`config.mk`:
```
export PLATFORM = sky130hd
export DESIGN_NAME = router_top
export DESIGN_NICKNAME = d
export VERILOG_FILES = /design/src/design/net_msg_pkg.sv /design/src/design/router_cfg_pkg.sv /design/src/design/router_route_stage.sv /design/src/design/router_input_queue.sv /design/src/design/router_output_arbiter.sv /design/src/design/router_top.sv
export SDC_FILE = /design/constraint.sdc
export NUM_CORES = 1
export LEC_CHECK = 0
export ABC_AREA = 1
export BUFFER_PORTS_ARGS = -buffer_cell sky130_fd_sc_hd__buf_4
export CAP_MARGIN = 20
export CORE_UTILIZATION = 35
export DETAILED_ROUTE_END_ITERATION = 8
export GPL_ROUTABILITY_DRIVEN = 0
export MAX_ROUTING_LAYER = met4
export SETUP_SLACK_MARGIN = 0.5
export SYNTH_ARGS = -nofsm -noshare
export SYNTH_HDL_FRONTEND = slang
export SYNTH_SLANG_ARGS = --single-unit
```
`constraint.sdc`:
```
create_clock -name clk -period 4.75 [get_ports clk]
set_input_delay 0.95 -clock clk [delete_from_list [all_inputs] [get_ports clk]]
set_output_delay 0.95 -clock clk [all_outputs]
set_load 0.05 [all_outputs]
```
`src/design/net_msg_pkg.sv`:
```
/* field layout of a ring network message, dest in the top bits
   widths are fixed for an eight-node ring */
`default_nettype none

package net_msg_pkg;

  // ----------------------------------------------------------
  // field widths
  // ----------------------------------------------------------

  // data carried end to end, never inspected by the router
  localparam int unsigned payload_nbits = 8;

  // tag owned by the sender, passed through untouched
  localparam int unsigned opaque_nbits  = 8;

  // node id, enough for num_routers ring positions
  localparam int unsigned srcdest_nbits = 3;

  // ----------------------------------------------------------
  // message word
  // ----------------------------------------------------------

  // 22 bits in total, same order as the val/rdy harness
  typedef struct packed {
    logic [srcdest_nbits-1:0] dest;
    logic [srcdest_nbits-1:0] src;
    logic [opaque_nbits-1:0]  opaque;
    logic [payload_nbits-1:0] payload;
  } net_msg_t;

endpackage

`default_nettype wire

```
`src/design/router_cfg_pkg.sv`:
```
/* router configuration: ring size, port numbering and queue sizing
   queue_depth need not be a power of two */
`default_nettype none

package router_cfg_pkg;

  import net_msg_pkg::*;

  // ring and port layout
  localparam int unsigned num_routers = 8;
  localparam int unsigned num_ports   = 3;
  localparam int unsigned port_nbits  = $clog2(num_ports);

  localparam logic [port_nbits-1:0] port_west = 2'd0;
  localparam logic [port_nbits-1:0] port_term = 2'd1;
  localparam logic [port_nbits-1:0] port_east = 2'd2;

  // ----------------------------------------------------------
  // input queue sizing
  // ----------------------------------------------------------

  localparam int unsigned queue_depth     = 4;
  localparam int unsigned queue_ptr_nbits = $clog2(queue_depth);
  // count has to hold the value queue_depth itself
  localparam int unsigned queue_cnt_nbits = $clog2(queue_depth + 1);

  // message tagged with the output it has to leave on, 24 bits
  typedef struct packed {
    logic [port_nbits-1:0] out_port;
    net_msg_t              msg;
  } routed_msg_t;

endpackage

`default_nettype wire

```
`src/design/router_route_stage.sv`:
```
/* one-entry register stage, one message per cycle when the queue keeps up
   router_id is taken modulo num_routers */
`default_nettype none

module router_route_stage
  import net_msg_pkg::*, router_cfg_pkg::*;
#(
  parameter int unsigned router_id = 0
)
(
  input  logic        clk,
  input  logic        reset,

  input  logic        in_val,
  output logic        in_rdy,
  input  net_msg_t    in_msg,

  output logic        route_val,
  input  logic        route_rdy,
  output routed_msg_t route_msg
);

  logic                  full;
  routed_msg_t           stage_q;
  int unsigned           east_dist;
  logic [port_nbits-1:0] next_port;

  // ----------------------------------------------------------
  // ring routing
  // ----------------------------------------------------------

  // hops needed going east, 0 means the message is for us
  always_comb
  begin
    east_dist = (num_routers + in_msg.dest - router_id % num_routers) % num_routers;
    if (east_dist == 0)
      next_port = port_term;
    else if (east_dist < num_routers / 2)
      next_port = port_east;
    else
      next_port = port_west;
  end

  // accept when empty or when the current entry drains this cycle
  assign in_rdy    = !full || route_rdy;
  assign route_val = full;
  assign route_msg = stage_q;

  always_ff @(posedge clk)
  begin
    if (reset)
      full <= 1'b0;
    else if (in_val && in_rdy)
      full <= 1'b1;
    else if (route_rdy)
      full <= 1'b0;
  end

  always_ff @(posedge clk)
  begin
    if (in_val && in_rdy)
    begin
      stage_q.out_port <= next_port;
      stage_q.msg      <= in_msg;
    end
  end

endmodule

`default_nettype wire

```
`src/design/router_input_queue.sv`:
```
/* circular FIFO of queue_depth routed messages, head read straight from storage
   when full a write is still taken if the head leaves in the same cycle */
`default_nettype none

module router_input_queue
  import router_cfg_pkg::*;
(
  input  logic        clk,
  input  logic        reset,

  input  logic        enq_val,
  output logic        enq_rdy,
  input  routed_msg_t enq_msg,

  output logic        head_val,
  input  logic        head_rdy,
  output routed_msg_t head_msg
);

  routed_msg_t                storage [queue_depth];
  logic [queue_ptr_nbits-1:0] wr_ptr;
  logic [queue_ptr_nbits-1:0] rd_ptr;
  logic [queue_cnt_nbits-1:0] count;
  logic                       do_enq;
  logic                       do_deq;

  // wrap explicitly so a depth other than a power of two works
  function automatic logic [queue_ptr_nbits-1:0] ptr_inc(input logic [queue_ptr_nbits-1:0] ptr);
    if (ptr == queue_depth - 1)
      return '0;
    return ptr + 1'b1;
  endfunction

  assign head_val = (count != 0);
  assign head_msg = storage[rd_ptr];
  assign enq_rdy  = (count != queue_depth) || head_rdy;

  assign do_enq = enq_val && enq_rdy;
  assign do_deq = head_val && head_rdy;

  // ----------------------------------------------------------
  // pointers and occupancy
  // ----------------------------------------------------------

  always_ff @(posedge clk)
  begin
    if (reset)
    begin
      wr_ptr <= '0;
      rd_ptr <= '0;
      count  <= '0;
    end
    else
    begin
      if (do_enq)
        wr_ptr <= ptr_inc(wr_ptr);
      if (do_deq)
        rd_ptr <= ptr_inc(rd_ptr);
      // simultaneous enq and deq leaves the count alone
      if (do_enq && !do_deq)
        count <= count + 1'b1;
      else if (do_deq && !do_enq)
        count <= count - 1'b1;
    end
  end

  // storage
  always_ff @(posedge clk)
  begin
    if (do_enq)
      storage[wr_ptr] <= enq_msg;
  end

endmodule

`default_nettype wire

```
`src/design/router_output_arbiter.sv`:
```
/* round-robin arbiter for one output port, combinational from the queue heads
   a winner stalled by out_rdy stays selected until it transfers */
`default_nettype none

module router_output_arbiter
  import net_msg_pkg::*, router_cfg_pkg::*;
#(
  parameter int unsigned out_port = 0
)
(
  input  logic                          clk,
  input  logic                          reset,

  input  logic        [num_ports-1:0]   head_val,
  input  routed_msg_t [num_ports-1:0]   head_msg,
  output logic        [num_ports-1:0]   grant,

  output logic                          out_val,
  input  logic                          out_rdy,
  output net_msg_t                      out_msg
);

  logic [num_ports-1:0]  req;
  logic [port_nbits-1:0] rr_ptr;
  logic                  locked;
  logic [port_nbits-1:0] locked_idx;
  logic                  pick_found;
  logic [port_nbits-1:0] pick_idx;
  logic [port_nbits-1:0] win_idx;
  int unsigned           scan_idx;

  // only heads addressed to this port compete here
  always_comb
  begin
    for (int i = 0; i < num_ports; i++)
      req[i] = head_val[i] && (head_msg[i].out_port == port_nbits'(out_port));
  end

  // ----------------------------------------------------------
  // round-robin pick, rr_ptr has the highest priority
  // ----------------------------------------------------------

  always_comb
  begin
    pick_found = 1'b0;
    pick_idx   = rr_ptr;
    scan_idx   = 0;
    for (int k = 0; k < num_ports; k++)
    begin
      scan_idx = (rr_ptr + k) % num_ports;
      if (!pick_found && req[scan_idx])
      begin
        pick_found = 1'b1;
        pick_idx   = port_nbits'(scan_idx);
      end
    end
  end

  // a locked head cannot leave its queue, so its request is still up
  assign win_idx = locked ? locked_idx : pick_idx;
  assign out_val = locked || pick_found;
  assign out_msg = head_msg[win_idx].msg;

  always_comb
  begin
    grant = '0;
    if (out_val && out_rdy)
      grant[win_idx] = 1'b1;
  end

  // ----------------------------------------------------------
  // pointer and hold state
  // ----------------------------------------------------------

  always_ff @(posedge clk)
  begin
    if (reset)
    begin
      rr_ptr     <= '0;
      locked     <= 1'b0;
      locked_idx <= '0;
    end
    else if (out_val && out_rdy)
    begin
      // next search starts just past the input that was served
      rr_ptr <= (win_idx == num_ports - 1) ? '0 : win_idx + 1'b1;
      locked <= 1'b0;
    end
    else if (out_val)
    begin
      locked     <= 1'b1;
      locked_idx <= win_idx;
    end
  end

endmodule

`default_nettype wire

```
`src/design/router_top.sv`:
```
/* one router of the eight-node ring: port 0 west, port 1 terminal, port 2 east
   router_id is this router's ring position, set per instance */
`default_nettype none

module router_top
  import net_msg_pkg::*, router_cfg_pkg::*;
#(
  parameter int unsigned router_id = 0
)
(
  input  logic                       clk,
  input  logic                       reset,

  input  logic     [num_ports-1:0]   in_val,
  output logic     [num_ports-1:0]   in_rdy,
  input  net_msg_t [num_ports-1:0]   in_msg,

  output logic     [num_ports-1:0]   out_val,
  input  logic     [num_ports-1:0]   out_rdy,
  output net_msg_t [num_ports-1:0]   out_msg
);

  // route stage to queue
  logic        [num_ports-1:0] route_val;
  logic        [num_ports-1:0] route_rdy;
  routed_msg_t [num_ports-1:0] route_msg;

  // queue heads toward the arbiters
  logic        [num_ports-1:0] head_val;
  logic        [num_ports-1:0] head_rdy;
  routed_msg_t [num_ports-1:0] head_msg;

  // indexed by arbiter first, then by input
  logic [num_ports-1:0][num_ports-1:0] arb_grant;

  // ----------------------------------------------------------
  // input side
  // ----------------------------------------------------------

  for (genvar i = 0; i < num_ports; i++)
  begin : g_input
    router_route_stage #(
      .router_id (router_id)
    ) i_route (
      .clk       (clk),
      .reset     (reset),
      .in_val    (in_val[i]),
      .in_rdy    (in_rdy[i]),
      .in_msg    (in_msg[i]),
      .route_val (route_val[i]),
      .route_rdy (route_rdy[i]),
      .route_msg (route_msg[i])
    );

    router_input_queue i_queue (
      .clk      (clk),
      .reset    (reset),
      .enq_val  (route_val[i]),
      .enq_rdy  (route_rdy[i]),
      .enq_msg  (route_msg[i]),
      .head_val (head_val[i]),
      .head_rdy (head_rdy[i]),
      .head_msg (head_msg[i])
    );
  end

  // ----------------------------------------------------------
  // output side
  // ----------------------------------------------------------

  for (genvar o = 0; o < num_ports; o++)
  begin : g_output
    router_output_arbiter #(
      .out_port (o)
    ) i_arb (
      .clk      (clk),
      .reset    (reset),
      .head_val (head_val),
      .head_msg (head_msg),
      .grant    (arb_grant[o]),
      .out_val  (out_val[o]),
      .out_rdy  (out_rdy[o]),
      .out_msg  (out_msg[o])
    );
  end

  // each head names one output, so at most one arbiter grants it
  always_comb
  begin
    head_rdy = '0;
    for (int a = 0; a < num_ports; a++)
      head_rdy = head_rdy | arb_grant[a];
  end

endmodule

`default_nettype wire

```
==> results of run 1 <==
-- per-layer routing --
metal | routed length, um | track usage (%)
met5 | 0 | -
met4 | 1330 | 5.95
met3 | 3750 | 3.53
met2 | 21800 | 28.6
met1 | 20600 | 24.9
-- critical path, delay by kind of cell, from the launching register on --
family | cells | cell delay (ns)
AND/OR/NAND/NOR | 13 | 1.70
buffers and inverters | 4 | 0.58
flip-flops | 1 | 0.35
-- flip-flops by register name, summed over array words and instances, names as in the netlist, named ones only --
signal                     flops
g_input.i_queue.storage      288
g_input.i_route.route_msg     72
g_input.i_queue.count          9
g_input.i_queue.rd_ptr         6
g_input.i_queue.wr_ptr         6
g_output.i_arb.locked_idx      6
g_output.i_arb.rr_ptr          6
g_input.i_route.route_val      3
g_output.i_arb.locked          3
-- placed cells by master, fill, tap and decap left out, types with 6 or more instances in the layout --
cell       synthesis  final
nor3_1             9      9
inv_1             81     75
buf_6              2     57
nand3_2           12     30
o21ai_1           10      9
clkinv_4           0      6
o21ai_0          149    149
buf_12             0     10
nor2_4             4     10
clkbuf_16          0     50
inv_2             12      9
nor2_1           199    180
clkinv_1           3      9
dfxtp_1           45     39
buf_4             12    129
edfxtp_1         360    360
nand2_1          348    328
nand2_2           13     27
nor2_2             7     20
clkbuf_1          42      8
nand4_1           13     13
nand2_4            1      7
a21oi_1           25     22
ha_1              24     23
nand3_1          115     94
o22ai_1           66     66
buf_8              0      7
-- Yosys cell counts, drive strengths merged --
cell,number
o21bai,2
o21ai,160
fa,3
clkbuf,42
a21boi,1
a21oi,25
nand3,128
a21o,1
clkinv,3
nor3,10
buf,29
xor2,1
o211ai,2
nand2,362
inv,93
nor2,210
edfxtp,360
dfxtp,45
o22ai,66
nand3b,4
ha,24
nand4,17
-- how the worst max path moves through the flow --
stage	cells after the start	slack, ns	end	start
5_1_grt	19	0.47	out_msg[6]	flop
2_1_floorplan	15	1.26	g_input[1].i_route.route_msg[0]$_DFFE_PP_	g_output[2].i_arb.rr_ptr[0]$_SDFFE_PP0P_
3_5_place_dp	26	0.58	g_input[1].i_queue.count[2]$_SDFFE_PP0P_	flop
4_1_cts	20	0.49	in_rdy[0]	flop
3_3_place_gp	19	0.69	out_msg[27]	flop
6_report	17	0.61	out_msg[35]	flop
-- what timing repair did --
item / CTS / global route
endpoints found under the setup margin: 69 / 69
resized for setup: 59 / 143
pin swaps: 6 / 18
buffers inserted: 5 / 8
gates cloned: 5 / 7
-- per-stage QoR --
stage / hold slack (ns) / area [um^2]
after floorplan: 0.459 / 17400
after global placement: 0.468 / 19300
after detailed placement: 0.479 / 19300
after CTS: 0.489 / 21100
after global routing: 0.498 / 21800
final: 0.489 / 21800
-- layout make-up --
cell class | instances | area (um^2) | share of cell area, %
repair inverters | 1 | 8.76 | 0.0401
inverters | 96 | 405 | 1.86
clock inverters | 26 | 282 | 1.29
flip-flops and latches | 405 | 11700 | 53.7
clock buffers | 52 | 1130 | 5.18
multi-input cells | 1016 | 5280 | 24.2
repair buffers | 212 | 2160 | 9.91
well taps | 664 | 831 | 3.81
-- cell families after synthesis --
group / Yosys count
AND/OR/NAND/NOR: 731
flip-flops: 405
AO/OA/AOI/OAI: 257
buffers and inverters: 167
adder cells (fa/ha/maj): 27
XOR/XNOR: 1
==> results.json, run 1 <==
{
  "rsz0062_at_grt": "yes",
  "clock-sinks": 405,
  "fin_util_pct": 44.6,
  "syn_inst": 1588,
  "finalSetupViolCount": 0,
  "coreArea_um2": 49000,
  "grt_antenna_before_repair": 1,
  "cts.path.max_buffers": 3,
  "synth_compound_area_share_pct": 8.06,
  "nNetsFinal": 1877,
  "status": "finished clean",
  "synth_mux_area_share_pct": 0,
  "drive_gt1_share_pct": 22.7,
  "start_util_pct": 35.5,
  "grt_overflow_total": 0,
  "worstReg2RegEnd": "g_input[1].i_queue.count[2]$_SDFFE_PP0P_",
  "clock_latency_ns": 0.56,
  "wl_per_cell_um": 19.2,
  "max_freq_ghz": 0.242,
  "cap_violations": 0,
  "antenna_cells": 0,
  "ys_seq_elements": 405,
  "worstPathRequired_ns": 3.80,
  "fp.dieH_um": 225,
  "period_share_pct": 87.1,
  "worstMarginPinSlew_ns": 0.890,
  "critPathCaptureType": "output port",
  "path_class": "flop to output port",
  "mappedNetlistNets": 1689,
  "first_iter_violations": 1225,
  "holdPathEnd": "g_output[2].i_arb.rr_ptr[0]$_SDFFE_PP0P_",
  "cpPeakStageDelay_ns": 0.35,
  "hpwlAfterDp_um": 31000,
  "dr.pass1.iters": 7,
  "slew_headroom_pct": 40.6,
  "grt_max_degree": 31,
  "clock_skew_ns": 0.0202,
  "synthSimpleGateAreaFrac_pct": 18.3,
  "cts_hold_buf": 0,
  "setup_tns_ns": 0,
  "num_vias": 12500,
  "ff2ff_setup_slack_ns": 1.15,
  "synth_top_area_share_pct": 62.3,
  "clk_pin_slew_ns": 0.06,
  "cts_buffers": 44,
  "synth_xor_area_share_pct": 0.0504,
  "fin_cells": 2472,
  "dieArea_um2": 50500,
  "fp-row-count": 81,
  "antenna_left": 0,
  "io_buffer_count": 145,
  "crit_path_cell_trace": "buf_12 > inv_12 > nand2_1 > nand2_1 > nand2_1 > nand2_1 > nand3_2 > nand3b_1 > nand2_2 > nand4_1 > nand3_1 > nand2_2 > nor2_4 > buf_8 > nand2_1 > nand3_2 > buf_8",
  "yosysTopAreaCell": "edfxtp_1",
  "synthAdderAreaFrac_pct": 2.08,
  "clock-root-buffer": "clkbuf_16",
  "crit_slowest_cell": "dfxtp_4",
  "slew_viol_final": 0,
  "dp.cells": 2369,
  "crit_fanout": 19,
  "pre_cts_slack_ns": 0.577,
  "cp_common_cell": "nand2_1",
  "worstPathArrival_ns": 3.19,
  "fillers": 4414,
  "hold_viol_final": 0,
  "drt_wl_total_um": 47500,
  "synth_top_family_by_area": "simple AND/OR/NAND/NOR gates",
  "synthesis.area_um2": 17400,
  "io_pins": 146,
  "holdPathStages": 2,
  "h-tree-depth": 2,
  "syn2layout_area_growth_pct": 25.7,
  "fin_crit_ns": 4.14,
  "die-width_um": 225,
  "postSynthAreaPerCell_um2": 10.9,
  "worst_slack_ns": 0.614,
  "viasPerCell": 5.05,
  "cp-start-kind": "flop",
  "grt_pass1_wl_um": 68100,
  "r2r_cells": 21,
  "synth.yosys.seq_area_share_pct": 67.4,
  "post-route-drc-count": 0,
  "cts_tree": "done",
  "grt_pass1_vias": 11500,
  "netlist_top_cells_area": "edfxtp_1 62%, nand2_1 7.5%, dfxtp_1 5.2%",
  "min_from": "g_output[2].i_arb.rr_ptr[0]$_SDFFE_PP0P_",
  "grt_usage_pct": 18.6,
  "yosysWarningCount": 0,
  "hold_path.class": "flop to flop",
  "yosysUniqueCellTypes": 38
}
Power of run 1 is not shown: default switching activity piles up to over one toggle a cycle in this logic, so the estimate is an artifact.
==> inputs of run 2 (changes only) <==
- BUFFER_PORTS_ARGS: -buffer_cell sky130_fd_sc_hd__buf_4 -> default
- DONT_BUFFER_PORTS: default -> 1
==> run 2 against run 1 <==
Clock-buffer cell count up 6. Sequential share of layout area grew 0.59 points. Via count is 2.2% lower. Die area did not move. Cell count shrank 3.5%. Global-route usage rose by 0.16 points. Clock skew fell by 0.0036 ns. First-iteration DRC count is 18% lower. Critical path depth down 1. Register-to-register slack got worse by 0.03 ns. Core utilization shrank 0.50 points. Critical endpoint unchanged. Largest cell class unchanged.
==> results.json, run 2 (synthesis results as in run 1) <==
{
  "status": "finished clean",
  "dr.pass1.iters": 6,
  "final_cell_mix": "360 x edfxtp_1, 333 x nand2_1, 183 x nor2_1",
  "fin_crit_ns": 4.11,
  "crit_family": "simple AND/OR/NAND/NOR gates",
  "cp_num_buf_inv": 5,
  "hpwlAfterDp_um": 31900,
  "critPathCaptureType": "output port",
  "clock_skew_ns": 0.0166,
  "slew_viol_final": 0,
  "crit_start": "g_output[1].i_arb.rr_ptr[0]$_SDFFE_PP0P_",
  "cts_buffers": 41,
  "post-route-drc-count": 0,
  "cpPeakStageDelay_ns": 0.40,
  "syn2layout_area_growth_pct": 24.3,
  "rsz0062_at_grt": "yes",
  "drive_gt1_share_pct": 19.8,
  "worstMarginPinSlew_ns": 0.916,
  "grt_antenna_before_repair": 1,
  "die-width_um": 225,
  "io_pins": 146,
  "num_vias": 12200,
  "coreArea_um2": 49000,
  "period_share_pct": 86.6,
  "ff2ff_setup_slack_ns": 1.12,
  "grt_pass1_wl_um": 69400,
  "reg2reg_from": "g_output[1].i_arb.rr_ptr[0]$_SDFFE_PP0P_",
  "regMostFlops": "g_input.i_queue.storage",
  "fp-row-count": 81,
  "drt_wl_total_um": 47000,
  "max_freq_ghz": 0.243,
  "cp-start-kind": "flop",
  "worstReg2RegEnd": "g_input[0].i_queue.count[2]$_SDFFE_PP0P_",
  "start_util_pct": 35.5,
  "clock-sinks": 405,
  "fin_cells": 2385,
  "worstPathRequired_ns": 3.80,
  "hold_path.class": "primary input to flop",
  "crit_path_cell_trace": "inv_1 > ha_1 > inv_1 > nand4_1 > nand3_1 > nand2_2 > nand3_4 > nand3_1 > nand3_1 > nand2_1 > nand2_2 > clkinvlp_4 > buf_4 > nand2_1 > nand3_2 > buf_12",
  "finalSetupViolCount": 0,
  "grt_usage_pct": 18.8,
  "cap_violations": 0,
  "io_buffer_count": 0,
  "worst-path-stages": 16,
  "cp-endpoint": "out_msg[35]",
  "viasPerCell": 5.11,
  "clock_latency_ns": 0.54,
  "grt_overflow_total": 0,
  "crit_slowest_cell": "dfxtp_1",
  "setup_tns_ns": 0,
  "layout.cells.most_common": "edfxtp_1",
  "fp.dieH_um": 225,
  "cts_hold_buf": 0,
  "grt_max_degree": 45,
  "h-tree-depth": 2,
  "largest_reg_flops": 288,
  "crit_fanout": 6,
  "dp.cells": 2292,
  "first_iter_violations": 1007,
  "nNetsFinal": 1789,
  "antenna_left": 0,
  "clock-root-buffer": "clkbuf_16",
  "cts_tree": "done",
  "worstPathArrival_ns": 3.16,
  "cts.path.max_buffers": 3,
  "hold_viol_final": 0,
  "dieArea_um2": 50500,
  "cp_common_cell": "nand3_1",
  "clk_pin_slew_ns": 0.07,
  "path_class": "flop to output port",
  "wl_per_cell_um": 19.7,
  "grt_pass1_vias": 11500,
  "slew_headroom_pct": 39.0,
  "r2r_cells": 22
}
run 2: changes by cell type in the layout (fill, tap and decap cells not counted), sizes merged:
cell,previous run,this run
clkbuf,58,60
buf,203,124
bufbuf,3,1
clkinvlp,4,2
bufinv,4,2
diode,0,1
inv,95,94
clkinv,20,16
run 2: repair_timing:
action / in CTS / in global routing
pin swaps: 2 / 13
cloned: 1 / 3
setup endpoints to repair: 69 / 69
buffers inserted: 5 / 8
resized for setup: 23 / 107
run 2: final cells by class:
cell class                      count  area [um^2]
Multi-Input combinational cell   1016         5380
Clock inverter                     17          143
Fill cell                        4388        27400
Timing Repair inverter              1         8.76
Timing Repair Buffer              127         1930
Clock buffer                       58         1180
Tap cell                          664          831
Antenna cell                        1         2.50
Inverter                           96          387
Sequential cell                   405        11700
run 2: per-stage QoR:
step | hold WS (ns) | worst slack, ns | utilization (%) | cell area, um^2
6_report | 0.478 | 0.637 | 44.1 | 21600
2_1_floorplan | 0.459 | 1.26 | - | 17400
5_1_grt | 0.463 | 0.481 | 44.1 | 21600
3_3_place_gp | 0.470 | 0.640 | 40.0 | 19600
3_5_place_dp | 0.484 | 0.541 | 40.0 | 19600
4_1_cts | 0.460 | 0.501 | 43.0 | 21100
run 2: worst reg2reg max path, stage by stage, from the launching register on:
cell and delay, ns:
dfxtp_1 0.40, inv_1 0.06, ha_1 0.36, inv_1 0.17
nand4_1 0.12, nand3_1 0.10, nand2_2 0.10, nand3_4 0.12
nand2_1 0.06, nor2_1 0.08, nor2_1 0.08, nor2_4 0.17
nand3_2 0.18, nand4_4 0.17, nand2_2 0.15, inv_1 0.11
ha_1 0.14, inv_1 0.06, fa_1 0.38, o21ai_0 0.18
a21o_1 0.12, o21ai_0 0.08, a21oi_1 0.16
run 2: worst min path at each step:
stage	from	to	slack (ns)	depth (start not counted)
global route	reset	g_output[2].i_arb.rr_ptr[0]$_SDFFE_PP0P_	0.46	1
floorplan	g_input[0].i_route.route_msg[0]$_DFFE_PP_	g_input[0].i_queue.storage[0][0]$_DFFE_PP_	0.46	0
global placement	g_input[2].i_route.route_msg[7]$_DFFE_PP_	g_input[2].i_queue.storage[0][7]$_DFFE_PP_	0.47	0
CTS	reset	g_output[1].i_arb.rr_ptr[0]$_SDFFE_PP0P_	0.46	1
detailed placement	g_input[1].i_route.route_msg[23]$_SDFFCE_PN0P_	g_input[1].i_queue.storage[2][23]$_DFFE_PP_	0.48	0
finish	reset	g_output[1].i_arb.rr_ptr[1]$_SDFFE_PP0P_	0.48	1
run 2: layer usage:
metal | share of wire, % | vias up | wire (um) | global-route usage (%)
met1 | 43 | 5867 | 20000 | 24.9
met3 | 7.2 | 89 | 3410 | 3.06
met4 | 3.5 | 0 | 1660 | 6.47
met2 | 47 | 499 | 21900 | 29.2
li1 | - | 5742 | - | -
met5 | 0 | - | 0 | -
Power of run 2 is left out for the same reason.
==> inputs of run 3 (changes only) <==
--- a/config.mk
+++ b/config.mk
@@ -13,5 +13,5 @@
 export GPL_ROUTABILITY_DRIVEN = 0
 export MAX_ROUTING_LAYER = met4
-export SETUP_SLACK_MARGIN = 0.5
+export REMOVE_ABC_BUFFERS = 1
 export SYNTH_ARGS = -nofsm -noshare
 export SYNTH_HDL_FRONTEND = slang
==> constraint.sdc (replaced) <==
create_clock -name clk -period 4.75 [get_ports clk]
set_input_delay 0 -clock clk [delete_from_list [all_inputs] [get_ports clk]]
set_output_delay 0 -clock clk [all_outputs]
set_load 0.05 [all_outputs]
==> run 3 against run 2 <==
Cell count increased by 1.3%. Setup slack lost 0.22 ns. Non-clock buffer count increased by 29. Clock skew fell by 0.0012 ns. Maximum frequency decreased by 5.1%. Final area fell by 1.9%.
==> results.json, run 3 (synthesis results as in run 1) <==
{
  "grt_overflow_total": 0,
  "worstPathArrival_ns": 4.33,
  "grt.busiest_layer": "met2",
  "worstPathRequired_ns": 4.75,
  "first_iter_violations": 919,
  "clock_skew_ns": 0.0154,
  "period_share_pct": 91.2,
  "dr.pass1.iters": 5,
  "fp-row-count": 81,
  "cp_common_cell": "nand2_1",
  "worstMarginPinSlew_ns": 1.01,
  "status": "finished clean",
  "clock-root-buffer": "clkbuf_16",
  "use_met3_pct": 2.83,
  "hold_ws_ns": 0.0478,
  "hpwlAfterDp_um": 29400,
  "final_cell_mix": "360 x edfxtp_1, 348 x nand2_1, 187 x nor2_1",
  "crit_slowest_cell": "dfxtp_1",
  "cpPeakStageDelay_ns": 0.61,
  "layout.cells.most_common": "edfxtp_1",
  "start_util_pct": 35.5,
  "cts.path.max_buffers": 3,
  "clk_pin_slew_ns": 0.06,
  "clock-sinks": 405,
  "rsz0062_at_grt": "no",
  "met2_usage_pct": 28.7,
  "grt_pass1_vias": 11500,
  "grt_max_degree": 50,
  "crit_path_cell_trace": "inv_2 > nand2_1 > nand3_1 > nand2_1 > nand2_1 > nor2_1 > nand2_1 > nand2_1 > nand2_2 > nand3_1 > nand3_1 > nand2_1 > nand2_1 > nand2_2 > inv_1 > nand2_1 > clkinvlp_4 > nand2_1 > nand3_1",
  "cts_setup_buffers": 0,
  "fin_crit_ns": 4.33,
  "post-route-drc-count": 0,
  "cp-start-kind": "flop",
  "drt_wl_total_um": 45000,
  "coreArea_um2": 49000,
  "grt_usage_pct": 18.4,
  "slew_headroom_pct": 32.5,
  "nNetsFinal": 1819,
  "setup_tns_ns": 0,
  "met1_usage_pct": 24.2,
  "num_vias": 12300,
  "wl_per_cell_um": 18.6,
  "cts_buffers": 43,
  "slew_viol_final": 0,
  "grt_antenna_before_repair": 2,
  "max_freq_ghz": 0.231,
  "grt_pass1_wl_um": 68200,
  "fp.dieH_um": 225,
  "die-width_um": 225,
  "regMostFlops": "g_input.i_queue.storage",
  "cts_tree": "done",
  "fin_util_pct": 43.3,
  "path_class": "flop to output port",
  "crit_fanout": 25,
  "finalSetupViolCount": 0,
  "h-tree-depth": 2,
  "hold_path.class": "primary input to flop",
  "dieArea_um2": 50500,
  "largest_reg_flops": 288,
  "critPathCaptureType": "output port",
  "syn2layout_area_growth_pct": 22.0,
  "io_pins": 146,
  "clock_latency_ns": 0.57,
  "cap_violations": 0,
  "hold_viol_final": 0,
  "io_buffer_count": 0,
  "drive_gt1_share_pct": 12.2,
  "viasPerCell": 5.07,
  "antenna_left": 0
}
==> run 3: cell types whose count changed in the layout (fill, tap and decap cells not counted), moves of 10 or more <==
| cell | previous run | this run |
|---|---|---|
| dlygate4sd3_1 | 0 | 74 |
| nand3_1 | 62 | 115 |
| nand3_2 | 64 | 12 |
| buf_12 | 71 | 44 |
| nand2_1 | 333 | 348 |
| nand2_2 | 23 | 13 |
==> run 3: worst paths after layout <==
path	from	end	slack (ns)	depth (start not counted)
min	in_msg[7]	g_input[0].i_route.route_msg[7]$_DFFE_PP_	0.05	1
max reg2reg	flop	g_input[2].i_queue.count[2]$_SDFFE_PP0P_	0.56	23
max	flop	out_msg[46]	0.42	19
min reg2reg	g_input[0].i_route.route_msg[10]$_DFFE_PP_	g_input[0].i_queue.storage[0][10]$_DFFE_PP_	0.49	0
==> run 3: metrics by stage <==
| step | instances | worst slack, ns | instance area (um^2) |
|---|---|---|---|
| 6_report | 2416 | 0.419 | 21200 |
| 5_1_grt | 2416 | 0.00436 | 21200 |
| 4_1_cts | 2414 | 0.334 | 21200 |
| 3_5_place_dp | 2263 | 0.614 | 19100 |
| 3_3_place_gp | 2263 | 0.731 | 19100 |
| 2_1_floorplan | 1517 | -0.193 | 17000 |
==> run 3: area by class of cell <==
type | count | area, um^2
fillers | 4496 | 27800
flip-flops and latches | 405 | 11700
multi-input cells | 1016 | 5000
repair buffers | 156 | 1910
clock buffers | 54 | 1140
well taps | 664 | 831
inverters | 96 | 368
clock inverters | 23 | 221
diodes | 2 | 5.00
==> run 3: what timing repair did <==
action                                 4_1_cts  5_1_grt
hold buffers                                74        0
resized for setup                            0        2
endpoints found under the hold margin      124        0
setup endpoints to repair                    0       12
==> run 3: routing by layer <==
metal  up-vias  share of wire, %
met3        82               6.8
met5         -                 0
met4         0               3.3
met1      5896                43
met2       473                47
li1       5805                 -
==> run 3: worst max-delay path: cells and delay by family, from the launching register on <==
family	cells	cell delay, ns
and+or+nand+nor	16	2.26
buffers and inverters	3	0.88
DFF	1	0.61
Power of run 3 is left out for the same reason.
